<file path="src/fetch_settings.svh">
`ifndef FETCH_SETTINGS_SVH
`define FETCH_SETTINGS_SVH

// Width of addresses and instruction words
`define FETCH_XLEN 32

// First instruction address after reset
`define FETCH_RESET_PC 32'h0000_0000

// addi x0, x0, 0
`define FETCH_NOP 32'h0000_0013

// Byte step between sequential instructions
`define FETCH_PC_STEP 32'd4

`endif

</file>
<file path="src/rv_isa_pkg.sv">
`default_nettype none

package rv_isa_pkg;

    // RV32 major opcodes handled by the front end
    typedef enum logic [6:0] {
        OPC_LUI    = 7'b0110111,
        OPC_AUIPC  = 7'b0010111,
        OPC_JAL    = 7'b1101111,
        OPC_JALR   = 7'b1100111,
        OPC_BRANCH = 7'b1100011,
        OPC_LOAD   = 7'b0000011,
        OPC_STORE  = 7'b0100011,
        OPC_OP_IMM = 7'b0010011,
        OPC_OP     = 7'b0110011
    } opcode_e;

    // Immediate layout inside the word
    typedef enum logic [2:0] {
        IMM_NONE = 3'd0, // R-type or unknown
        IMM_I    = 3'd1,
        IMM_S    = 3'd2,
        IMM_B    = 3'd3,
        IMM_U    = 3'd4,
        IMM_J    = 3'd5
    } imm_kind_e;

    // Branch funct3 codes that are not defined
    localparam logic [2:0] F3_BR_RSVD0 = 3'b010;
    localparam logic [2:0] F3_BR_RSVD1 = 3'b011;

    // Only funct3 value allowed for JALR
    localparam logic [2:0] F3_JALR = 3'b000;

    // Jump classification and static prediction
    typedef struct packed {
        logic taken;  // Redirect fetch to PC + imm
        logic jalr;   // Register indirect, target unknown here
        logic branch; // Conditional branch
    } jump_ctrl_t;

endpackage

`default_nettype wire

</file>
<file path="src/fetch_pkg.sv">
`default_nettype none

`include "fetch_settings.svh"

package fetch_pkg;

    // Record handed from fetch to decode
    typedef struct packed {
        logic [`FETCH_XLEN-1:0] instruction;
        logic [`FETCH_XLEN-1:0] imm;
        logic [`FETCH_XLEN-1:0] pc_plus;         // Link value
        logic                   branch_prediction; // 1 when fetch redirected
    } ifid_t;

    // One entry per fetched instruction for the checker
    typedef struct packed {
        logic                   valid;
        logic [`FETCH_XLEN-1:0] pc;
        logic [`FETCH_XLEN-1:0] instr;
    } trace_t;

    // Flushed IF/ID content, NOP with everything else zero
    localparam ifid_t IFID_FLUSH = '{
        instruction:       `FETCH_NOP,
        imm:               '0,
        pc_plus:           '0,
        branch_prediction: 1'b0
    };

    // Empty trace slot
    localparam trace_t TRACE_IDLE = '{
        valid: 1'b0,
        pc:    '0,
        instr: `FETCH_NOP
    };

endpackage

`default_nettype wire

</file>
<file path="src/early_imm_decoder.sv">
`timescale 1ns/1ps
`default_nettype none

`include "fetch_settings.svh"

module early_imm_decoder
    import rv_isa_pkg::*;
(
    input  logic [`FETCH_XLEN-1:0] instruction_i,
    output logic [`FETCH_XLEN-1:0] imm_o,
    output imm_kind_e              imm_kind_o
);

    opcode_e   opcode;
    logic      sign;

    assign opcode = opcode_e'(instruction_i[6:0]);
    assign sign   = instruction_i[31];

    // Format from the major opcode
    always_comb begin
        case (opcode)
            OPC_OP_IMM, OPC_LOAD, OPC_JALR: imm_kind_o = IMM_I;
            OPC_STORE:                      imm_kind_o = IMM_S;
            OPC_BRANCH:                     imm_kind_o = IMM_B;
            OPC_LUI, OPC_AUIPC:             imm_kind_o = IMM_U;
            OPC_JAL:                        imm_kind_o = IMM_J;
            default:                        imm_kind_o = IMM_NONE; // OP and unknown
        endcase
    end

    // Bit gathering per format, all sign extended from bit 31
    always_comb begin
        case (imm_kind_o)
            IMM_I: begin
                imm_o = {{(`FETCH_XLEN-12){sign}}, instruction_i[31:20]};
            end
            IMM_S: begin
                imm_o = {{(`FETCH_XLEN-12){sign}}, instruction_i[31:25],
                         instruction_i[11:7]};
            end
            IMM_B: begin
                imm_o = {{(`FETCH_XLEN-13){sign}}, sign, instruction_i[7],
                         instruction_i[30:25], instruction_i[11:8], 1'b0};
            end
            IMM_U: begin
                imm_o = {instruction_i[31:12], 12'b0}; // Upper 20 bits, low half zero
            end
            IMM_J: begin
                imm_o = {{(`FETCH_XLEN-21){sign}}, sign, instruction_i[19:12],
                         instruction_i[20], instruction_i[30:21], 1'b0};
            end
            default: begin
                imm_o = '0;
            end
        endcase
    end

endmodule

`default_nettype wire

</file>
<file path="src/jump_controller.sv">
`timescale 1ns/1ps
`default_nettype none

`include "fetch_settings.svh"

module jump_controller
    import rv_isa_pkg::*;
(
    input  logic [`FETCH_XLEN-1:0] instruction_i,
    input  imm_kind_e              imm_kind_i,
    input  logic [`FETCH_XLEN-1:0] imm_i,
    output jump_ctrl_t             jump_o
);

    opcode_e    opcode;
    logic [2:0] funct3;
    logic       is_jal;
    logic       is_jalr;
    logic       is_branch;
    logic       backward;

    assign opcode = opcode_e'(instruction_i[6:0]);
    assign funct3 = instruction_i[14:12];

    // Opcode and format must agree, otherwise the word is not a jump
    assign is_jal  = (opcode == OPC_JAL) && (imm_kind_i == IMM_J);
    assign is_jalr = (opcode == OPC_JALR) && (imm_kind_i == IMM_I) && (funct3 == F3_JALR);

    assign is_branch = (opcode == OPC_BRANCH) && (imm_kind_i == IMM_B)
                     && (funct3 != F3_BR_RSVD0) && (funct3 != F3_BR_RSVD1);

    // Negative offset means a loop back edge
    assign backward = imm_i[`FETCH_XLEN-1];

    // Static rule: JAL always, backward branch taken, JALR falls through
    always_comb begin
        jump_o        = '0;
        jump_o.jalr   = is_jalr;
        jump_o.branch = is_branch;
        jump_o.taken  = is_jal || (is_branch && backward);
    end

endmodule

`default_nettype wire

</file>
<file path="src/pc_controller.sv">
`timescale 1ns/1ps
`default_nettype none

`include "fetch_settings.svh"

module pc_controller
    import rv_isa_pkg::*;
(
    input  logic                   clk,
    input  logic                   reset,
    input  logic                   bubble_i,
    input  logic                   instruction_valid_i,
    input  logic                   misprediction_i,
    input  logic [`FETCH_XLEN-1:0] correct_pc_i,
    input  jump_ctrl_t             jump_i,
    input  logic [`FETCH_XLEN-1:0] imm_i,
    output logic [`FETCH_XLEN-1:0] inst_addr_o,
    output logic [`FETCH_XLEN-1:0] current_pc_o,
    output logic [`FETCH_XLEN-1:0] pc_plus_o
);

    logic [`FETCH_XLEN-1:0] pc_q;
    logic [`FETCH_XLEN-1:0] pc_next;
    logic [`FETCH_XLEN-1:0] jump_target;
    logic                   stall;

    assign pc_plus_o   = pc_q + `FETCH_PC_STEP;
    assign jump_target = pc_q + imm_i; // PC relative target for JAL and branches

    // Memory re-presents the same word while stalled
    assign stall = bubble_i || !instruction_valid_i;

    always_comb begin
        if (misprediction_i) begin
            pc_next = correct_pc_i; // Late correction wins over everything
        end else if (stall) begin
            pc_next = pc_q;
        end else if (jump_i.taken) begin
            pc_next = jump_target;
        end else begin
            pc_next = pc_plus_o;
        end
    end

    always_ff @(posedge clk or negedge reset) begin
        if (!reset) begin
            pc_q <= `FETCH_RESET_PC;
        end else begin
            pc_q <= pc_next;
        end
    end

    // Address goes straight from the register to instruction memory
    assign inst_addr_o  = pc_q;
    assign current_pc_o = pc_q;

endmodule

`default_nettype wire

</file>
<file path="src/pipe_reg.sv">
`timescale 1ns/1ps
`default_nettype none

module pipe_reg #(
    parameter type T           = logic,
    parameter T    CLEAR_VALUE = '0
) (
    input  logic clk,
    input  logic reset,
    input  logic hold_i,
    input  logic clear_i,
    input  T     d_i,
    output T     q_o
);

    T q;

    // One item deep, clear beats hold
    always_ff @(posedge clk or negedge reset) begin
        if (!reset) begin
            q <= '0;
        end else if (clear_i) begin
            q <= CLEAR_VALUE;
        end else if (!hold_i) begin
            q <= d_i;
        end
    end

    assign q_o = q;

endmodule

`default_nettype wire

</file>
<file path="src/fetch_stage.sv">
`timescale 1ns/1ps
`default_nettype none

`include "fetch_settings.svh"

module fetch_stage
    import rv_isa_pkg::*;
    import fetch_pkg::*;
(
    input  logic                   clk,
    input  logic                   reset,
    input  logic                   bubble_i,
    input  logic                   flush_i,
    input  logic                   misprediction_i,
    input  logic                   instruction_valid_i,
    input  logic [`FETCH_XLEN-1:0] correct_pc_i,
    input  logic [`FETCH_XLEN-1:0] instruction_i,
    output logic [`FETCH_XLEN-1:0] inst_addr_o,
    output ifid_t                  ifid_o,
    output trace_t                 trace_o
);

    logic [`FETCH_XLEN-1:0] imm;
    imm_kind_e              imm_kind;
    jump_ctrl_t             jump;
    logic [`FETCH_XLEN-1:0] current_pc;
    logic [`FETCH_XLEN-1:0] pc_plus;

    ifid_t  ifid_d;
    trace_t trace_d;
    logic   ifid_clear;
    logic   trace_clear;

    early_imm_decoder u_imm_dec (
        .instruction_i (instruction_i),
        .imm_o         (imm),
        .imm_kind_o    (imm_kind)
    );

    jump_controller u_jump_ctrl (
        .instruction_i (instruction_i),
        .imm_kind_i    (imm_kind),
        .imm_i         (imm),
        .jump_o        (jump)
    );

    pc_controller u_pc_ctrl (
        .clk                 (clk),
        .reset               (reset),
        .bubble_i            (bubble_i),
        .instruction_valid_i (instruction_valid_i),
        .misprediction_i     (misprediction_i),
        .correct_pc_i        (correct_pc_i),
        .jump_i              (jump),
        .imm_i               (imm),
        .inst_addr_o         (inst_addr_o),
        .current_pc_o        (current_pc),
        .pc_plus_o           (pc_plus)
    );

    // Record contents
    assign ifid_d  = '{instruction: instruction_i, imm: imm, pc_plus: pc_plus,
                       branch_prediction: jump.taken};
    assign trace_d = '{valid: 1'b1, pc: current_pc, instr: instruction_i};

    // A bubble keeps IF/ID even when the memory word is not valid
    assign ifid_clear  = flush_i || (!bubble_i && !instruction_valid_i);
    assign trace_clear = flush_i || bubble_i || !instruction_valid_i;

    pipe_reg #(
        .T           (ifid_t),
        .CLEAR_VALUE (IFID_FLUSH)
    ) u_ifid_reg (
        .clk     (clk),
        .reset   (reset),
        .hold_i  (bubble_i),
        .clear_i (ifid_clear),
        .d_i     (ifid_d),
        .q_o     (ifid_o)
    );

    pipe_reg #(
        .T           (trace_t),
        .CLEAR_VALUE (TRACE_IDLE)
    ) u_trace_reg (
        .clk     (clk),
        .reset   (reset),
        .hold_i  (1'b0),       // Trace reports every cycle
        .clear_i (trace_clear),
        .d_i     (trace_d),
        .q_o     (trace_o)
    );

endmodule

`default_nettype wire

</file>
<file path="config.mk">
export PLATFORM = sky130hd
export DESIGN_NAME = fetch_stage
export DESIGN_NICKNAME = d
export VERILOG_FILES = /design/src/rv_isa_pkg.sv /design/src/fetch_pkg.sv /design/src/early_imm_decoder.sv /design/src/jump_controller.sv /design/src/pc_controller.sv /design/src/pipe_reg.sv /design/src/fetch_stage.sv
export VERILOG_INCLUDE_DIRS = /design/src /design/src/src
export SDC_FILE = /design/constraint.sdc
export NUM_CORES = 1
export LEC_CHECK = 0
export BUFFER_PORTS_ARGS = -buffer_cell sky130_fd_sc_hd__clkbuf_2
export CORE_ASPECT_RATIO = 1.1
export CORE_MARGIN = 8
export CORE_UTILIZATION = 40
export CTS_BUF_LIST = sky130_fd_sc_hd__clkbuf_16
export CTS_CLUSTER_DIAMETER = 200
export DETAILED_ROUTE_END_ITERATION = 8
export GPL_ROUTABILITY_DRIVEN = 0
export PLACE_DENSITY = 0.61
export SLEW_MARGIN = 40
export SYNTH_ARGS = -nofsm -noshare
export SYNTH_HDL_FRONTEND = slang
export SYNTH_SLANG_ARGS = --single-unit
</file>
<file path="constraint.sdc">
create_clock -name clk -period 5.1 [get_ports clk]
set_input_delay 1.275 -clock clk [delete_from_list [all_inputs] [get_ports clk]]
set_output_delay 1.275 -clock clk [all_outputs]
set_load 0.02 [all_outputs]
</file>
==> Yosys cells after proc, flatten, opt, wreduce, memory -nomap -nowiden <==
Cells that the tools add are included.
{ "classes": {"add_sub_neg": 2, "multipliers": 0, "div_mod_pow": 0, "order_cmp": 0, "n_eq_ne": 17, "shift": 0, "n_mux": 8, "n_bitwise": 0, "n_reduce_logical": 15} }
{ "op_table": {"columns": ["operator", "count"], "rows": [
  ["2-to-1 mux 97 bit", 2],
  ["case mux 32 bit (5 select lines)", 1],
  ["2-to-1 mux 32 bit", 3],
  ["2-to-1 mux 65 bit", 1],
  ["adder 32 x 3 -> 32 bit, second input constant", 1],
  ["adder 32 bit", 1],
  ["equality test 7 bit, second input constant", 3],
  ["case mux 3 bit (5 select lines)", 1],
  ["equality test 7 x 5 -> 1 bit, second input constant", 2],
  ["equality test 7 x 6 -> 1 bit, second input constant", 2],
  ["equality test 7 x 2 -> 1 bit, second input constant", 1],
  ["equality test 3 x 2 -> 1 bit, second input constant", 2],
  ["equality test 3 bit, second input constant", 2],
  ["logical AND 1 bit", 6],
  ["!= test 3 x 2 -> 1 bit, second input constant", 2],
  ["logical OR 1 bit", 5],
  ["equality test 3 x 1 -> 1 bit, second input constant", 1],
  ["OR reduction 3 bit", 1],
  ["zero test 1 bit", 2],
  ["!= test 2 x 1 -> 1 bit, second input constant", 1],
  ["!= test 2 bit, second input constant", 1],
  ["OR reduction 2 bit", 1]
]} }
{ "word_totals": {"regBits": 194, "latch_bits": 0, "ramBits": 0, "mem_bits_ro": 0, "input_bits": 70, "out_inout_bits": 194, "wordCells": 50, "mem_count": 0} }

==> Logic depth before layout (Yosys ltp) <==
{ "logic_depth": {"ltp_word": 12, "ltp_mapped": 18, "mapped_depth_nobuf": 17} }

==> Modules after synthesis <==
A second synthesis with hierarchy kept.
{ "unflattened": {"cells_unflattened": 1253, "area_unflattened_um2": 12057.8} }
{ "modules_own_cells": {"columns": ["mod", "n_inst", "cells_each", "area_each_um2", "seq_area_each_um2"], "rows": [
  ["pc_controller", 1, 622, 4705.8, 800.8],
  ["pipe_reg (u_ifid_reg)", 1, 313, 3941.3, 2427.3],
  ["pipe_reg (u_trace_reg)", 1, 209, 2677.6, 1626.6],
  ["early_imm_decoder", 1, 91, 604.3, 0.0],
  ["jump_controller", 1, 14, 105.1, 0.0],
  ["fetch_stage", 1, 4, 23.8, 0.0]
]} }

==> Worst setup path after synthesis <==
No wires, ideal clock.
{ "synth_path": {"path_kind": "input to register", "from": "in instruction_i[2]", "to": "reg u_pc_ctrl.pc_q[30] (netlist: u_pc_ctrl.current_pc_o[30])", "setup_time_ns": 0.124, "arrival_time_ns": 4.454, "required_ns": 4.976, "path_slack_ns": 0.522, "cell_stages": 18, "path_buffers": 1, "cell_sequence": "buf_2 nor2_1 nand2_1 nor2_1 nand2_1 o21ai_0 ha_1 inv_1 fa_1 nand2b_1 a21o_1 a31o_2 nand4_2 nand2_2 o21a_1 o311a_1 mux2i_1 a211o_1"} }
{ "synth_between": {"elab_chain_cells": 12, "elab_cells_between_ends": 27, "classes_between": "1 x add/sub; 13 x eq/ne; 5 x mux; 8 x reduce/logical"} }
{ "synth_lines": {"columns": ["item", "line_no", "rtl"], "rows": [
  ["from (decl)", "fetch_stage.sv:17", "input logic [`FETCH_XLEN-1:0] instruction_i,"],
  ["parallel branches: the longest is 9 deep, another holds adder 32 bit", null, null],
  ["2-to-1 mux 32 bit *", "pc_controller.sv:38", "end else if (jump_i.taken) begin"],
  ["2-to-1 mux 32 bit *", "pc_controller.sv:36", "end else if (stall) begin"],
  ["2-to-1 mux 32 bit *", "pc_controller.sv:34", "if (misprediction_i) begin"],
  ["to (signal assigned)", "pc_controller.sv:47", "pc_q <= `FETCH_RESET_PC;"],
  ["to (signal assigned)", "pc_controller.sv:49", "pc_q <= pc_next;"],
  ["to (decl)", "pc_controller.sv:22", "logic [`FETCH_XLEN-1:0] pc_q;"]
]} }
Mark *: on every way between the ends. The select of a mux whose other input is x is not followed.
A chain may end at the register's enable or synchronous reset.

==> Worst setup path in the final report <==
{ "layout_path": {"from": "in instruction_i[5]", "to": "reg u_pc_ctrl.pc_q[30] (netlist: u_pc_ctrl.current_pc_o[30])"} }
The elaborated chain is that of the path after synthesis.

==> run metrics <==
post-place setup slack=168.4 ps; Final #Nets=1322; post_cts resized=0; r2r startpoint=u_pc_ctrl.current_pc_o[0]; Pleak=6.417 nW; CTS sink cnt=194; core area=0.02425 mm²; die width=165.0 µm; gr usage total=21.84%; ys flop type=dfrtp_1; remaining global-route overflow=0; startpoint types=input port; syn nets=1077; antenna violations before repair=2; DRT Pass-1 Iters=5; io pins=264; skew final=8.723 ps; WL final=32.39 mm; Worst setup endpoint=u_pc_ctrl.current_pc_o[30]; Critical Path End Type=flip-flop; total CTS buffers=17; leading area contributor after synthesis=dfrtp_1; total chip power=3.514 mW; Final Cycle Share=88.43%; Peak VDD IR=0.2093 mV; Final Non-Filler Cells=1543; RSZ-0062 raised after global routing=no; crit path max fanout=5; Area Overhead vs Synth=22.43%; endpoints failing setup=0; CP Launch Point=instruction_i[5]; PD cells=293.8 mW/mm²; Highest Clock Rate=221.7 MHz; via count=8485; port bufs=263; FF-to-FF setup slack=2120 ps; outcome=complete, no violations; sequential share of the synthesized area=49.71%; DRC=0; Yosys reg bits=194; Hold Path Class=flip-flop to flip-flop; HP Start=u_ifid_reg.q_o[72]; Via density=5.499; worst skew pair latency=440 ps; Final Hold Vio Count=0; Root Driver=clkbuf_16; max incr delay on CP=420 ps; initial core utilization=40.28%; Post-synth EDFFs=0; synthesized area per cell=10.03 µm²; Worst-path clk slew=80 ps; top post-synthesis cells by area=dfrtp_1, a21o_1, and2_1; pin count of the biggest net entering global routing=93; Bufs on Longest Clock Path=2; setup tns final=0 ps; DR WL/cell=20.99 µm; commonest cells after routing, fill and taps aside=clkbuf_2, dfrtp_1, nand2_1; area fraction of the dominant cell type after synthesis=49.71%; Synth async-reset ratio=100.0%; Worst Setup Path Type=input port to flip-flop; CP Data Required Time=5420 ps; CTS HTree Levels=4; post-CTS setup buffers=0; Post-CTS Hold Fix Bufs=0; Buf/Inv on CP=2; distinct cell type count after synthesis=69; layout cell share with drive strength beyond 1=26.95%; first-pass GRT wire length=50.48 mm; Slew Limit Headroom=53.24%; vias in the first global route=8706; R2R Path End=u_pc_ctrl.current_pc_o[30]; most common cell after layout, fill and taps aside=clkbuf_2; CP Cell Sequence=clkbuf_2, nor2b_1, a31oi_1, nor3_1, nand2_1, o21ai_0, ha_1, inv_1, fa_1, nand2b_1, a21o_1, a31o_2, nand4_2, nand2_2, o21a_1, o311a_1, mux2i_1, a211o_1; Crit. path cell count=18; 1st-iter DRT viols=661; CTS tree=built; DRT antenna net count=0; Hold Path Stages=1; worst r2r path cells=12; delay-heaviest family, CP=compound AO/OA/AOI/OAI gates; CP arrival=4830 ps; synthesized area=0.009767 mm²; Mapped Cells=974; Inst Count DP=1510; # rows=60; DP Wirelength=24.70 mm; Final min period=4510 ps; Setup WS post-layout=589.9 ps; Worst path slowest cell=nor3_1; max_cap viols=0; die area=0.02968 mm²; Die H=179.9 µm; worst-margin pin slew=701.3 ps; yosys warns=0; Slew Limit Fails=0
registers in the layout, summed over array words and instances (netlist names):
signal,flops
u_ifid_reg.q_o,97
u_trace_reg.q_o,65
u_pc_ctrl.current_pc_o,32
kinds of logic after synthesis:
| group | share of synthesized area [%] |
|---|---|
| flops | 49.71 |
| mux | 0.3075 |
| xor+xnor | 4.932 |
| buf+inv | 2.780 |
| compound gates | 21.75 |
| simple gates | 16.22 |
| fa+ha+maj | 4.304 |
worst register-to-register path, delay by kind of cell, from the launching register on:
| family | cells | cell delay [ps] |
|---|---|---|
| compound gates | 5 | 1220 |
| fa+ha+maj | 2 | 630 |
| buf+inv | 1 | 70 |
| flops | 1 | 420 |
| mux | 1 | 130 |
| simple gates | 3 | 400 |
cell usage after synthesis (10+ instances only):
cell type,n
dfrtp_1,194
nand2_1,90
o21ai_0,69
and2_1,67
a21o_1,66
a21oi_1,51
nor2_1,51
clkbuf_1,40
a22o_1,39
ha_1,32
xnor2_1,29
xor2_1,26
nand3_1,20
nor3_1,20
inv_1,15
and3_1,13
a31oi_1,10
cell type report:
type / count / area (µm²)
well taps: 310 / 387.9
flip-flops and latches: 194 / 4855
clock buffers: 17 / 425.4
multi-input cells: 713 / 4648
fillers: 2348 / 12290
repair buffers: 278 / 1450
clock inverters: 15 / 130.1
diodes: 1 / 2.502
inverters: 15 / 58.81
how the worst min path moves through the flow:
stage | end | slack (ps)
after floorplan | u_ifid_reg.q_o[10] | 590
after global placement | u_ifid_reg.q_o[73] | 460
after detailed placement | u_ifid_reg.q_o[84] | 460
after CTS | u_ifid_reg.q_o[95] | 480
after global routing | u_ifid_reg.q_o[68] | 490
final | u_ifid_reg.q_o[72] | 480
metal layers:
layer	global-route usage (%)	vias to the layer above	part of all wire (%)
li1	-	3960	-
met1	26.31	4193	40
met2	38.39	285	52
met3	4.296	45	5.9
met4	6.349	2	2.2
met5	0	-	0.046
stage by stage:
stage / utilization, % / area [µm²] / hold slack [ps]
global route: 49.31 / 11960 / 495.0
floorplan: - / 9767 / 590.0
CTS: 49.30 / 11960 / 482.4
detailed placement: 47.01 / 11400 / 463.8
finish: 49.31 / 11960 / 479.2
global placement: 47.00 / 11400 / 458.7
power by group:
part	switching [mW]	internal, mW
combinational	0.342	0.183
clock	0.668	0.641
sequential	0.0831	1.60
total	1.09	2.42
Note: power is estimated with default switching activity, not from simulation.
